**src/hw/atan_pkg.sv**
```systemverilog
package atan_pkg;

    localparam int data_w  = 16;
    localparam int mag_w   = 16;
    localparam int angle_w = 16;                 // +-pi is +-2^15
    localparam int shift_w = $clog2(mag_w);
    localparam int iter_n  = 14;
    localparam int guard_w = 2;                  // headroom for the rotation gain
    localparam int rot_w   = mag_w + guard_w;

    localparam logic [shift_w-1:0] max_shift = shift_w'(10);
    localparam logic [shift_w-1:0] min_shift = shift_w'(3);
    localparam logic [shift_w-1:0] msb_idx   = shift_w'(mag_w - 1);

    localparam logic [mag_w-1:0]   mag_sat   = mag_w'((1 << (data_w - 1)) - 1);
    localparam logic [angle_w-1:0] half_turn = angle_w'(1 << (angle_w - 1));

    // atan(2^-i) scaled to pi/32768 per lsb
    localparam logic signed [angle_w-1:0] atan_table [iter_n] = '{
        16'sd8192, 16'sd4836, 16'sd2555, 16'sd1297,
        16'sd651,  16'sd326,  16'sd163,  16'sd81,
        16'sd41,   16'sd20,   16'sd10,   16'sd5,
        16'sd3,    16'sd1
    };

    typedef struct packed {
        logic signed [data_w-1:0] x;
        logic signed [data_w-1:0] y;
    } sample_t;

    typedef struct packed {
        logic x_neg;
        logic y_neg;
    } quad_t;

    typedef struct packed {
        logic [mag_w-1:0] mx;
        logic [mag_w-1:0] my;
    } mag_pair_t;

    typedef struct packed {
        logic signed [angle_w-1:0] angle;
        logic [shift_w-1:0]        shift;
    } result_t;

endpackage

```
**src/hw/quadrant_fold.sv**
```systemverilog
`timescale 1ns/1ps

module quadrant_fold (
    input  logic                clk,
    input  logic                rst,
    input  logic                in_valid,
    output logic                in_ready,
    input  atan_pkg::sample_t   in_data,
    output logic                out_valid,
    input  logic                out_ready,
    output atan_pkg::mag_pair_t out_mag,
    output atan_pkg::quad_t     out_quad
);

    logic adv;

    // |v| with the most negative code pinned to the largest positive one
    function automatic logic [atan_pkg::mag_w-1:0] abs_sat(
        input logic signed [atan_pkg::data_w-1:0] v
    );
        if (v == {1'b1, {(atan_pkg::data_w - 1){1'b0}}})
            return atan_pkg::mag_sat;
        return (v < 0) ? -v : v;
    endfunction

    assign adv      = !out_valid || out_ready;
    assign in_ready = adv;

    always_ff @(posedge clk) begin
        if (rst)
            out_valid <= 1'b0;
        else if (adv)
            out_valid <= in_valid;
    end

    always_ff @(posedge clk) begin
        if (adv) begin
            out_quad.x_neg <= in_data.x[atan_pkg::data_w-1];
            out_quad.y_neg <= in_data.y[atan_pkg::data_w-1];
            out_mag.mx     <= abs_sat(in_data.x);
            out_mag.my     <= abs_sat(in_data.y);
        end
    end

endmodule

```
**src/hw/first_one_finder.sv**
```systemverilog
`timescale 1ns/1ps

module first_one_finder (
    input  logic                        clk,
    input  logic                        en,
    input  logic [atan_pkg::mag_w-1:0]  din,
    output logic [atan_pkg::shift_w-1:0] pos
);

    logic [atan_pkg::shift_w-1:0] pos_d;

    // scan upward so the highest set bit wins
    always_comb begin
        pos_d = '0;                             // all zero reads as bit 0
        for (int i = 0; i < atan_pkg::mag_w; i++) begin
            if (din[i])
                pos_d = atan_pkg::shift_w'(i);
        end
    end

    always_ff @(posedge clk) begin
        if (en)
            pos <= pos_d;
    end

endmodule

```
**src/hw/autoscale.sv**
```systemverilog
`timescale 1ns/1ps

module autoscale #(
    parameter type tag_t = logic
) (
    input  logic                         clk,
    input  logic                         rst,
    input  logic                         in_valid,
    output logic                         in_ready,
    input  atan_pkg::mag_pair_t          in_mag,
    input  tag_t                         in_tag,
    output logic                         out_valid,
    input  logic                         out_ready,
    output atan_pkg::mag_pair_t          out_mag,
    output tag_t                         out_tag,
    output logic [atan_pkg::shift_w-1:0] shift
);

    logic                         adv;
    logic [2:0]                   v_q;          // valid of stages 1..3
    atan_pkg::mag_pair_t          mag_s1;
    atan_pkg::mag_pair_t          mag_s2;
    atan_pkg::mag_pair_t          mag_s3;
    tag_t                         tag_s1;
    tag_t                         tag_s2;
    tag_t                         tag_s3;
    logic [atan_pkg::mag_w-1:0]   ones_s1;      // mx | my, shared leading one
    logic [atan_pkg::shift_w-1:0] first_one;
    logic [atan_pkg::shift_w-1:0] raw_s3;
    logic [atan_pkg::shift_w-1:0] applied;

    assign adv      = !out_valid || out_ready;
    assign in_ready = adv;

    always_ff @(posedge clk) begin
        if (rst) begin
            v_q       <= '0;
            out_valid <= 1'b0;
        end else if (adv) begin
            v_q       <= {v_q[1:0], in_valid};
            out_valid <= v_q[2];
        end
    end

    // stage 2 position register lives in the finder
    first_one_finder u_ffo (
        .clk (clk),
        .en  (adv),
        .din (ones_s1),
        .pos (first_one)
    );

    // small raw shifts are not worth it, large ones would blow up noise
    always_comb begin
        if (raw_s3 > atan_pkg::max_shift)
            applied = atan_pkg::max_shift;
        else if (raw_s3 < atan_pkg::min_shift)
            applied = '0;
        else
            applied = raw_s3;
    end

    always_ff @(posedge clk) begin
        if (adv) begin
            mag_s1     <= in_mag;               // stage 1
            tag_s1     <= in_tag;
            ones_s1    <= in_mag.mx | in_mag.my;
            mag_s2     <= mag_s1;               // stage 2
            tag_s2     <= tag_s1;
            raw_s3     <= atan_pkg::msb_idx - first_one;   // stage 3
            mag_s3     <= mag_s2;
            tag_s3     <= tag_s2;
            out_mag.mx <= mag_s3.mx << applied; // stage 4
            out_mag.my <= mag_s3.my << applied;
            out_tag    <= tag_s3;
            shift      <= applied;
        end
    end

endmodule

```
**src/hw/cordic_vectoring.sv**
```systemverilog
`timescale 1ns/1ps

module cordic_vectoring #(
    parameter type tag_t = logic
) (
    input  logic                               clk,
    input  logic                               rst,
    input  logic                               in_valid,
    output logic                               in_ready,
    input  atan_pkg::mag_pair_t                in_mag,
    input  tag_t                               in_tag,
    input  logic [atan_pkg::shift_w-1:0]       in_shift,
    output logic                               out_valid,
    input  logic                               out_ready,
    output logic signed [atan_pkg::angle_w-1:0] out_angle,
    output tag_t                               out_tag,
    output logic [atan_pkg::shift_w-1:0]       out_shift
);

    localparam int n = atan_pkg::iter_n;

    logic                               adv;
    logic [n-1:0]                       v_q;
    // x stays non negative and may use the full width, y carries a sign
    logic [atan_pkg::rot_w-1:0]         x_q   [n-2];
    logic signed [atan_pkg::rot_w-1:0]  y_q   [n-1];
    logic signed [atan_pkg::angle_w-1:0] z_q  [n];
    tag_t                               tag_q [n];
    logic [atan_pkg::shift_w-1:0]       sh_q  [n];
    logic [atan_pkg::rot_w-1:0]         x_in  [n-1];
    logic signed [atan_pkg::rot_w-1:0]  y_in  [n];
    logic signed [atan_pkg::angle_w-1:0] z_in [n];
    logic [atan_pkg::rot_w-1:0]         x_sh  [n-1];
    logic signed [atan_pkg::rot_w-1:0]  y_sh  [n-2];

    assign adv      = !out_valid || out_ready;
    assign in_ready = adv;

    always_comb begin
        x_in[0] = {{atan_pkg::guard_w{1'b0}}, in_mag.mx};
        y_in[0] = signed'({{atan_pkg::guard_w{1'b0}}, in_mag.my});
        z_in[0] = '0;
        for (int i = 1; i < n - 1; i++)
            x_in[i] = x_q[i-1];
        for (int i = 1; i < n; i++) begin
            y_in[i] = y_q[i-1];
            z_in[i] = z_q[i-1];
        end
        for (int i = 0; i < n - 1; i++)
            x_sh[i] = x_in[i] >> i;
        for (int i = 0; i < n - 2; i++)
            y_sh[i] = y_in[i] >>> i;            // keep the sign of y
    end

    always_ff @(posedge clk) begin
        if (rst)
            v_q <= '0;
        else if (adv)
            v_q <= {v_q[n-2:0], in_valid};
    end

    // y == 0 means the residual angle is already zero, so hold
    always_ff @(posedge clk) begin
        if (adv) begin
            for (int i = 0; i < n; i++) begin
                if (y_in[i] == 0)
                    z_q[i] <= z_in[i];
                else if (y_in[i][atan_pkg::rot_w-1])
                    z_q[i] <= z_in[i] - atan_pkg::atan_table[i];
                else
                    z_q[i] <= z_in[i] + atan_pkg::atan_table[i];
            end
            for (int i = 0; i < n - 1; i++) begin
                if (y_in[i] == 0)
                    y_q[i] <= y_in[i];
                else if (y_in[i][atan_pkg::rot_w-1])
                    y_q[i] <= y_in[i] + x_sh[i];
                else
                    y_q[i] <= y_in[i] - x_sh[i];
            end
            for (int i = 0; i < n - 2; i++) begin
                if (y_in[i] == 0)
                    x_q[i] <= x_in[i];
                else if (y_in[i][atan_pkg::rot_w-1])
                    x_q[i] <= x_in[i] - y_sh[i];
                else
                    x_q[i] <= x_in[i] + y_sh[i];
            end
            tag_q[0] <= in_tag;
            sh_q[0]  <= in_shift;
            for (int i = 1; i < n; i++) begin
                tag_q[i] <= tag_q[i-1];
                sh_q[i]  <= sh_q[i-1];
            end
        end
    end

    assign out_valid = v_q[n-1];
    assign out_angle = z_q[n-1];
    assign out_tag   = tag_q[n-1];
    assign out_shift = sh_q[n-1];

endmodule

```
**src/hw/quadrant_restore.sv**
```systemverilog
`timescale 1ns/1ps

module quadrant_restore (
    input  logic                                clk,
    input  logic                                rst,
    input  logic                                in_valid,
    output logic                                in_ready,
    input  logic signed [atan_pkg::angle_w-1:0] in_angle,
    input  atan_pkg::quad_t                     in_tag,
    input  logic [atan_pkg::shift_w-1:0]        in_shift,
    output logic                                out_valid,
    input  logic                                out_ready,
    output atan_pkg::result_t                   out_data
);

    logic                                adv;
    logic signed [atan_pkg::angle_w-1:0] angle_map;

    assign adv      = !out_valid || out_ready;
    assign in_ready = adv;

    // all sums wrap mod 2^16 so pi and -pi share one code
    always_comb begin
        case ({in_tag.x_neg, in_tag.y_neg})
            2'b10:   angle_map = atan_pkg::half_turn - in_angle;   // second quadrant
            2'b11:   angle_map = in_angle - atan_pkg::half_turn;   // third quadrant
            2'b01:   angle_map = -in_angle;
            default: angle_map = in_angle;
        endcase
    end

    always_ff @(posedge clk) begin
        if (rst)
            out_valid <= 1'b0;
        else if (adv)
            out_valid <= in_valid;
    end

    always_ff @(posedge clk) begin
        if (adv) begin
            out_data.angle <= angle_map;
            out_data.shift <= in_shift;
        end
    end

endmodule

```
**src/hw/atan_top.sv**
```systemverilog
`timescale 1ns/1ps

module atan_top (
    input  logic              clk,
    input  logic              rst,
    input  logic              in_valid,
    output logic              in_ready,
    input  atan_pkg::sample_t in_data,
    output logic              out_valid,
    input  logic              out_ready,
    output atan_pkg::result_t out_data
);

    logic                                fold_valid;
    logic                                fold_ready;
    atan_pkg::mag_pair_t                 fold_mag;
    atan_pkg::quad_t                     fold_quad;
    logic                                as_valid;
    logic                                as_ready;
    atan_pkg::mag_pair_t                 as_mag;
    atan_pkg::quad_t                     as_tag;
    logic [atan_pkg::shift_w-1:0]        as_shift;
    logic                                cv_valid;
    logic                                cv_ready;
    logic signed [atan_pkg::angle_w-1:0] cv_angle;
    atan_pkg::quad_t                     cv_tag;
    logic [atan_pkg::shift_w-1:0]        cv_shift;

    quadrant_fold u_fold (
        .clk       (clk),
        .rst       (rst),
        .in_valid  (in_valid),
        .in_ready  (in_ready),
        .in_data   (in_data),
        .out_valid (fold_valid),
        .out_ready (fold_ready),
        .out_mag   (fold_mag),
        .out_quad  (fold_quad)
    );

    autoscale #(.tag_t(atan_pkg::quad_t)) u_scale (
        .clk       (clk),
        .rst       (rst),
        .in_valid  (fold_valid),
        .in_ready  (fold_ready),
        .in_mag    (fold_mag),
        .in_tag    (fold_quad),
        .out_valid (as_valid),
        .out_ready (as_ready),
        .out_mag   (as_mag),
        .out_tag   (as_tag),
        .shift     (as_shift)
    );

    cordic_vectoring #(.tag_t(atan_pkg::quad_t)) u_cordic (
        .clk       (clk),
        .rst       (rst),
        .in_valid  (as_valid),
        .in_ready  (as_ready),
        .in_mag    (as_mag),
        .in_tag    (as_tag),
        .in_shift  (as_shift),
        .out_valid (cv_valid),
        .out_ready (cv_ready),
        .out_angle (cv_angle),
        .out_tag   (cv_tag),
        .out_shift (cv_shift)
    );

    quadrant_restore u_restore (
        .clk       (clk),
        .rst       (rst),
        .in_valid  (cv_valid),
        .in_ready  (cv_ready),
        .in_angle  (cv_angle),
        .in_tag    (cv_tag),
        .in_shift  (cv_shift),
        .out_valid (out_valid),
        .out_ready (out_ready),
        .out_data  (out_data)
    );

endmodule

```
**config.mk**
```make
export PLATFORM = sky130hd
export DESIGN_NAME = atan_top
export DESIGN_NICKNAME = d
export VERILOG_FILES = /design/src/hw/atan_pkg.sv /design/src/hw/quadrant_fold.sv /design/src/hw/first_one_finder.sv /design/src/hw/autoscale.sv /design/src/hw/cordic_vectoring.sv /design/src/hw/quadrant_restore.sv /design/src/hw/atan_top.sv
export SDC_FILE = /design/constraint.sdc
export NUM_CORES = 2
export LEC_CHECK = 0
export ABC_AREA = 1
export ABC_CLOCK_PERIOD_IN_PS = 5700
export BUFFER_PORTS_ARGS = -buffer_cell sky130_fd_sc_hd__buf_2
export CORE_UTILIZATION = 25
export CTS_CLUSTER_DIAMETER = 80
export CTS_CLUSTER_SIZE = 30
export DETAILED_ROUTE_END_ITERATION = 16
export HOLD_SLACK_MARGIN = 0.05
export PLACE_DENSITY = 0.52
export SLEW_MARGIN = 10
export SYNTH_ARGS = -nofsm -noshare
export SYNTH_HDL_FRONTEND = slang
export SYNTH_SLANG_ARGS = --single-unit
```
**constraint.sdc**
```tcl
create_clock -name clk -period 5.7 [get_ports clk]
set_clock_uncertainty 0.1 [all_clocks]
set_input_delay 1.14 -clock clk [delete_from_list [all_inputs] [get_ports clk]]
set_output_delay 1.14 -clock clk [all_outputs]
set_load 0.005 [all_outputs]
```
Word-level counts from Yosys, hierarchy flattened:

Memory sizes are Yosys's and may differ from the RTL's. A register that Yosys moved wholly into a read port is not among the register bits.
Cells that the tools add are included.
Widths: inputs -> output; s select.

* memory bits (writable): 758
* register bits: 234
* bits of input ports: 36
* ROM bits: 0
* latch bits: 0
* memories kept: 5
* output and inout port bits: 22

* add/sub/neg operators: 80
* eq/ne operators: 5
* bitwise operators: 76
* muxes and demuxes: 253
* shifts and indexed selects: 2
* multipliers: 0
* reduce and logical (&&, ||, !) cells: 25
* div/mod/pow operators: 0
* order comparisons: 4

Memory list
* u_cordic.y_q: words 13, bits a word 18, rd ports 13, clocked after Yosys merged registers in 0, write ports 13, line cordic_vectoring.sv:26 `logic signed [atan_pkg::rot_w-1:0] y_q [n-1];`
* u_cordic.z_q: words 14, bits a word 16, rd ports 14, clocked after Yosys merged registers in 0, write ports 14, line cordic_vectoring.sv:27 `logic signed [atan_pkg::angle_w-1:0] z_q [n];`
* u_cordic.x_q: words 12, bits a word 18, rd ports 12, clocked after Yosys merged registers in 0, write ports 12, line cordic_vectoring.sv:25 `logic [atan_pkg::rot_w-1:0] x_q [n-2];`
* u_cordic.sh_q: words 14, bits a word 4, rd ports 14, clocked after Yosys merged registers in 1, write ports 14, line cordic_vectoring.sv:29 `logic [atan_pkg::shift_w-1:0] sh_q [n];`
* u_cordic.tag_q: words 14, bits a word 2, rd ports 14, clocked after Yosys merged registers in 0, write ports 14, line cordic_vectoring.sv:28 `tag_t tag_q [n];`

Operators by type and width (count)
* $mux 18: 48
* $mux 16: 33
* $logic_not 32->1: 14
* $add 18x18->18: 11
* $sub 18x18->18: 11
* $mux 1: 157
* $or 1x1->1: 75
* $neg 16->16: 3
* $pmux 16 s3: 1
* $eq 16x16->1 const B: 2
* $lt 16x1->1 const B: 2
* $mux 4: 8
* $shl 16x4->16: 2
* $add 18x10->18: 1
* $add 18x11->18: 1
* $add 18x12->18: 1
* $add 18x13->18: 1
* $add 18x14->18: 1
* $add 18x15->18: 1
* $add 18x16->18: 1
* $add 18x17->18: 1
* $add 18x6->18: 1
* $add 18x7->18: 1
* $add 18x8->18: 1
* 56 further kinds: 67

Depth between registers and ports, before layout:

* word-level depth: 14
* gate-level depth with buffers: 25
* gate-level depth less buffers: 25

Modules after synthesis:

From an unflattened synthesis, not the netlist that was laid out.

* cell total of the unflattened synthesis: 12253
* area, all modules: 86648.1 µm²

Modules (own cells, without submodules)
* cordic_vectoring: area each 76633.5 µm², cells an instance 11357, instances 1
* autoscale: area each 6347.3 µm², cells an instance 464, instances 1
* quadrant_fold: area each 2120.8 µm², cells an instance 243, instances 1
* quadrant_restore: area each 1256.2 µm², cells an instance 146, instances 1
* first_one_finder: area each 290.3 µm², cells an instance 43, instances 1

Least setup slack after synthesis:

Ideal clock, no wire load.

* kind: in2reg
* from: input port out_ready
* to: register u_scale.mag_s1[0] (netlist name) (enable)
* required time: 5082 ps
* arrival time: 4996 ps
* path buffers: 3
* path slack: 86 ps
* stages on the path: 7
* cell sequence: nor2_4 -> nand2_2 -> buf_6 -> buf_6 -> buf_2 -> nor2_1 -> inv_1

* word-level cells in the longest chain between the ends: 3

Ends and longest elaborated chain
* from (decl): line atan_top.sv:10 `input logic out_ready,`
* $logic_or 1x1->1: line quadrant_restore.sv:19 `assign adv = !out_valid || out_ready;`
* $logic_or 1x1->1: line cordic_vectoring.sv:36 `assign adv = !out_valid || out_ready;`
* $logic_or 1x1->1: line autoscale.sv:32 `assign adv = !out_valid || out_ready;`
* via fold_ready: line atan_top.sv:15 `logic fold_ready;`
* to (signal assigned): line autoscale.sv:65 `mag_s1 <= in_mag;`
* to (decl): line autoscale.sv:21 `atan_pkg::mag_pair_t mag_s1;`

The timed path passes the listed nets, and every way through them passes these cells.
A chain may end at the register's enable or synchronous reset.

Worst setup path after layout:

* from: input port out_ready
* to: output port in_ready

* word-level cells in the longest chain between the ends: 4

Ends and longest elaborated chain
* $logic_or 1x1->1: line quadrant_restore.sv:19
* $logic_or 1x1->1: line cordic_vectoring.sv:36
* $logic_or 1x1->1: line autoscale.sv:32
* $logic_or 1x1->1: line quadrant_fold.sv:26 `assign adv = !out_valid || out_ready;`
* to (decl): line atan_top.sv:7 `output logic in_ready,`

Every way passes these cells.

==> flow_summary.json <==
{
  "antenna_found_initial": 3,
  "timing_worst_setup_path_type": "input pin to output pin",
  "grt_pass1_vias": 74000,
  "synth_largest_type_area_fraction_pct": 32.8,
  "endpoints_failing_hold": 0,
  "vias_per_cell": 4.82,
  "use_met2_pct": 27.4,
  "yosys-top-cells-area": "sky130_fd_sc_hd__edfxtp_1 (33%), sky130_fd_sc_hd__nand2_1 (14%), sky130_fd_sc_hd__ha_1 (10%)",
  "maximum_root_to_sink_buffer_count": 3,
  "max_cap_violations": 0,
  "htree_levels": 3,
  "synth_enable_flop_cells": 935,
  "initial_standard_cell_utilization_of_the_core_pct": 25.2,
  "synth_cell_type_count": 60,
  "grt_first_pass_wirelength_mm": 441,
  "cts_tree": "done",
  "placeableCoreArea_mm2": 0.340,
  "detail_route.wirelength_mm": 290,
  "failing_checks": "design-rule violations",
  "worst_path_most_repeated_cell": "sky130_fd_sc_hd__buf_2",
  "maximum_number_of_pins_on_one_net_before_global_route_repair": 72,
  "drt.antenna.violating_nets": 0,
  "status": "finished, violations left",
  "post_synthesis_cells": 12000,
  "clkSlewWorstSetupHoldPaths_ns": 0.10,
  "drt_pre_antenna_iters": 14,
  "async_flop_share_pct": 0,
  "met3_usage_pct": 1.27,
  "placement.io_buffers": 57,
  "report.final.slew_viol_count": 0,
  "rsz0062_at_grt": "no",
  "area_delta_synth_final_pct": 9.10,
  "synth_common_cells": "sky130_fd_sc_hd__nand2_1 (3151), sky130_fd_sc_hd__inv_1 (1568), sky130_fd_sc_hd__nand3_1 (1159), sky130_fd_sc_hd__nor2_1 (1061), sky130_fd_sc_hd__edfxtp_1 (935)",
  "worstReg2RegEnd": "u_cordic.y_q[1][15]$_DFFE_PP_",
  "n_fill_cell": 37700,
  "worst_hold_startpoint": "u_cordic.sh_q[10][1]$_DFFE_PN_",
  "synth_sequential_area_ratio_pct": 33.3,
  "numCtsBuffers": 75,
  "chipHeight_um": 587,
  "holdPathStages": 0,
  "ctsResizeCount": 0,
  "post_cts.repair.setup_buffers": 0,
  "crit_path_max_fanout": 21,
  "cts.sinks": 955,
  "timing.critical_path.from_type": "input pin",
  "fmaxAchievable_mhz": 245,
  "critical_path.slowest_cell": "sky130_fd_sc_hd__nor2_1",
  "actual_slew_at_the_worst_max_slew_pin_ns": 0.997,
  "netlist_area_mm2": 0.0855,
  "cts-root-buf": "sky130_fd_sc_hd__clkbuf_16",
  "finalCriticalPeriod_ns": 4.08,
  "met1_usage_grt_pct": 21.7,
  "core.rowCount": 214,
  "drt_drc_violations_left": 4,
  "peak_usage_layer_in_the_global_routing_report": "met2",
  "fin_tns_setup_ns": 0,
  "groute.usage.overall_pct": 16.2,
  "syn-num-nets": 12800,
  "crit_chain": "buf_2, nor2_4, nand2_8, buf_4, nor2_1, nand2_2, buf_2",
  "most_frequent_cell_after_synthesis": "sky130_fd_sc_hd__nand2_1",
  "gp_congestion": 0.940,
  "clk-insertion-delay-late_ns": 0.76,
  "number_of_drc_violations_after_detailed_routing_iteration_0": 7145,
  "routed_wire_length_per_instance_um": 17.6,
  "final_layout_size_suffix_gt1_share_pct": 3.34,
  "design.portCount": 58,
  "timing.rr.start": "u_cordic.y_q[0][134]$_DFFE_PP_",
  "setup_viol_count_final": 0,
  "slew_headroom_pct": 33.3,
  "grt_residual_overflow": 0,
  "synth-warning-count": 0,
  "max_stage_delay_ns": 0.55,
  "class_of_the_most_critical_hold_timing_path": "flop to flop",
  "vias": 79200,
  "rrSetupSlack_ns": 1.64,
  "critPathRequiredTime_ns": 4.46,
  "area.sequential_mm2": 0.0285,
  "synth_top_area_cell": "sky130_fd_sc_hd__edfxtp_1",
  "design.die.area_mm2": 0.344,
  "reg2reg_depth": 21,
  "endpoint_kind": "output pin",
  "worstHoldEndpoint": "u_cordic.sh_q[11][1]$_DFFE_PN_",
  "post-route-period-util_pct": 71.6,
  "dp.final_hpwl_mm": 230,
  "ys_seq_elements": 955,
  "num-nets-final": 12600,
  "chipWidth_um": 587,
  "crit_arrival_ns": 2.84,
  "syn_area_per_cell_um2": 7.13,
  "multi_input_area_mm2": 0.0495,
  "yosys_most_used_dff": "sky130_fd_sc_hd__edfxtp_1",
  "cts_hold_buffers": 0
}
[placed cells by master (no fill, tap or decap), types with 53 or more instances in the layout]
| cell | n |
|---|---|
| sky130_fd_sc_hd__a21oi_1 | 801 |
| sky130_fd_sc_hd__edfxtp_1 | 935 |
| sky130_fd_sc_hd__o22ai_1 | 55 |
| sky130_fd_sc_hd__o21ai_1 | 61 |
| sky130_fd_sc_hd__nand4_1 | 188 |
| sky130_fd_sc_hd__or2_2 | 67 |
| sky130_fd_sc_hd__o21bai_1 | 89 |
| sky130_fd_sc_hd__buf_2 | 57 |
| sky130_fd_sc_hd__xor2_1 | 353 |
| sky130_fd_sc_hd__clkbuf_16 | 76 |
| sky130_fd_sc_hd__nor2_1 | 1061 |
| sky130_fd_sc_hd__a21o_1 | 53 |
| sky130_fd_sc_hd__inv_1 | 1567 |
| sky130_fd_sc_hd__o211ai_1 | 102 |
| sky130_fd_sc_hd__nor3_1 | 173 |
| sky130_fd_sc_hd__nand2_1 | 3138 |
| sky130_fd_sc_hd__ha_1 | 710 |
| sky130_fd_sc_hd__buf_4 | 62 |
| sky130_fd_sc_hd__o21ai_0 | 668 |
| sky130_fd_sc_hd__nand3_1 | 1159 |
[registers in the layout, indices dropped and copies added, names as in the netlist, 14 cells and up]
register,count
u_cordic.y_q,233
u_cordic.x_q,203
u_cordic.z_q,198
u_cordic.sh_q,56
u_fold.out_mag,32
u_scale.mag_s1,32
u_scale.mag_s2,32
u_scale.mag_s3,32
u_scale.out_mag,32
u_cordic.tag_q,28
u_restore.out_data,20
u_scale.ones_s1,15
u_cordic.v_q,14
[kinds of logic (layout without fill, tap and decap cells)]
group | after synthesis | in the layout | share of synthesized area (%)
adders and majority gates | 755 | 755 | 11.4
and+or+nand+nor | 5932 | 5932 | 29.2
buffers and inverters | 1957 | 1857 | 8.90
DFF | 955 | 955 | 33.3
AOI/OAI and AO/OA | 2000 | 2000 | 13.0
muxes | 1 | 1 | 0.0117
xor gates and xnor gates | 402 | 402 | 4.12
other | 0 | 2 | 0
[through the flow]
stage | setup WS, ns | utilization, % | std cells | hold slack (ns) | area, µm²
detailed placement | 1.35 | 26.6 | 16300 | 0.305 | 90400
global placement | 1.24 | 26.6 | 16300 | 0.300 | 90400
floorplan | 0.0855 | - | 12000 | 0.300 | 85500
finish | 1.62 | 27.4 | 16400 | 0.313 | 93300
global route | 1.26 | 27.4 | 16400 | 0.316 | 93300
CTS | 1.60 | 27.4 | 16400 | 0.311 | 93300
[area by class of cell]
type | instances | area share (%)
Antenna cell | 2 | 0.00536
Clock buffer | 77 | 2.04
Tap cell | 4536 | 6.08
Timing Repair Buffer | 120 | 0.826
Inverter | 1602 | 6.45
Multi-Input combinational cell | 9090 | 53.0
Clock inverter | 58 | 1.04
Sequential cell | 955 | 30.5
[worst max-delay path: cells and delay by family]
kind / cells / cell delay (ns)
AND/OR/NAND/NOR: 4 / 1.03
buffers and inverters: 3 / 0.60
[layer usage]
| metal | wire, µm | share of wire [%] | up-vias |
|---|---|---|---|
| met4 | 9400 | 3.2 | 0 |
| met1 | 131000 | 45 | 36900 |
| met5 | 0 | 0 | - |
| li1 | - | - | 39700 |
| met2 | 135000 | 47 | 2239 |
| met3 | 14000 | 4.8 | 378 |
[how the worst max path moves through the flow]
stage | startpoint | end | slack (ns) | cells past startpoint
6_report | out_ready | in_ready | 1.62 | 7
5_1_grt | u_cordic.y_q[0][134]$_DFFE_PP_ | u_cordic.y_q[1][15]$_DFFE_PP_ | 1.26 | 21
4_1_cts | out_ready | in_ready | 1.60 | 7
3_5_place_dp | out_ready | u_cordic.y_q[1][15]$_DFFE_PP_ | 1.35 | 17
3_3_place_gp | out_ready | u_cordic.y_q[1][15]$_DFFE_PP_ | 1.24 | 17
2_1_floorplan | out_ready | u_scale.mag_s1[0]$_DFFE_PP_ | 0.09 | 7
Power is left out: the tool's default activity adds up to more than one toggle a clock period on the data nets, which glitch-free logic cannot reach.
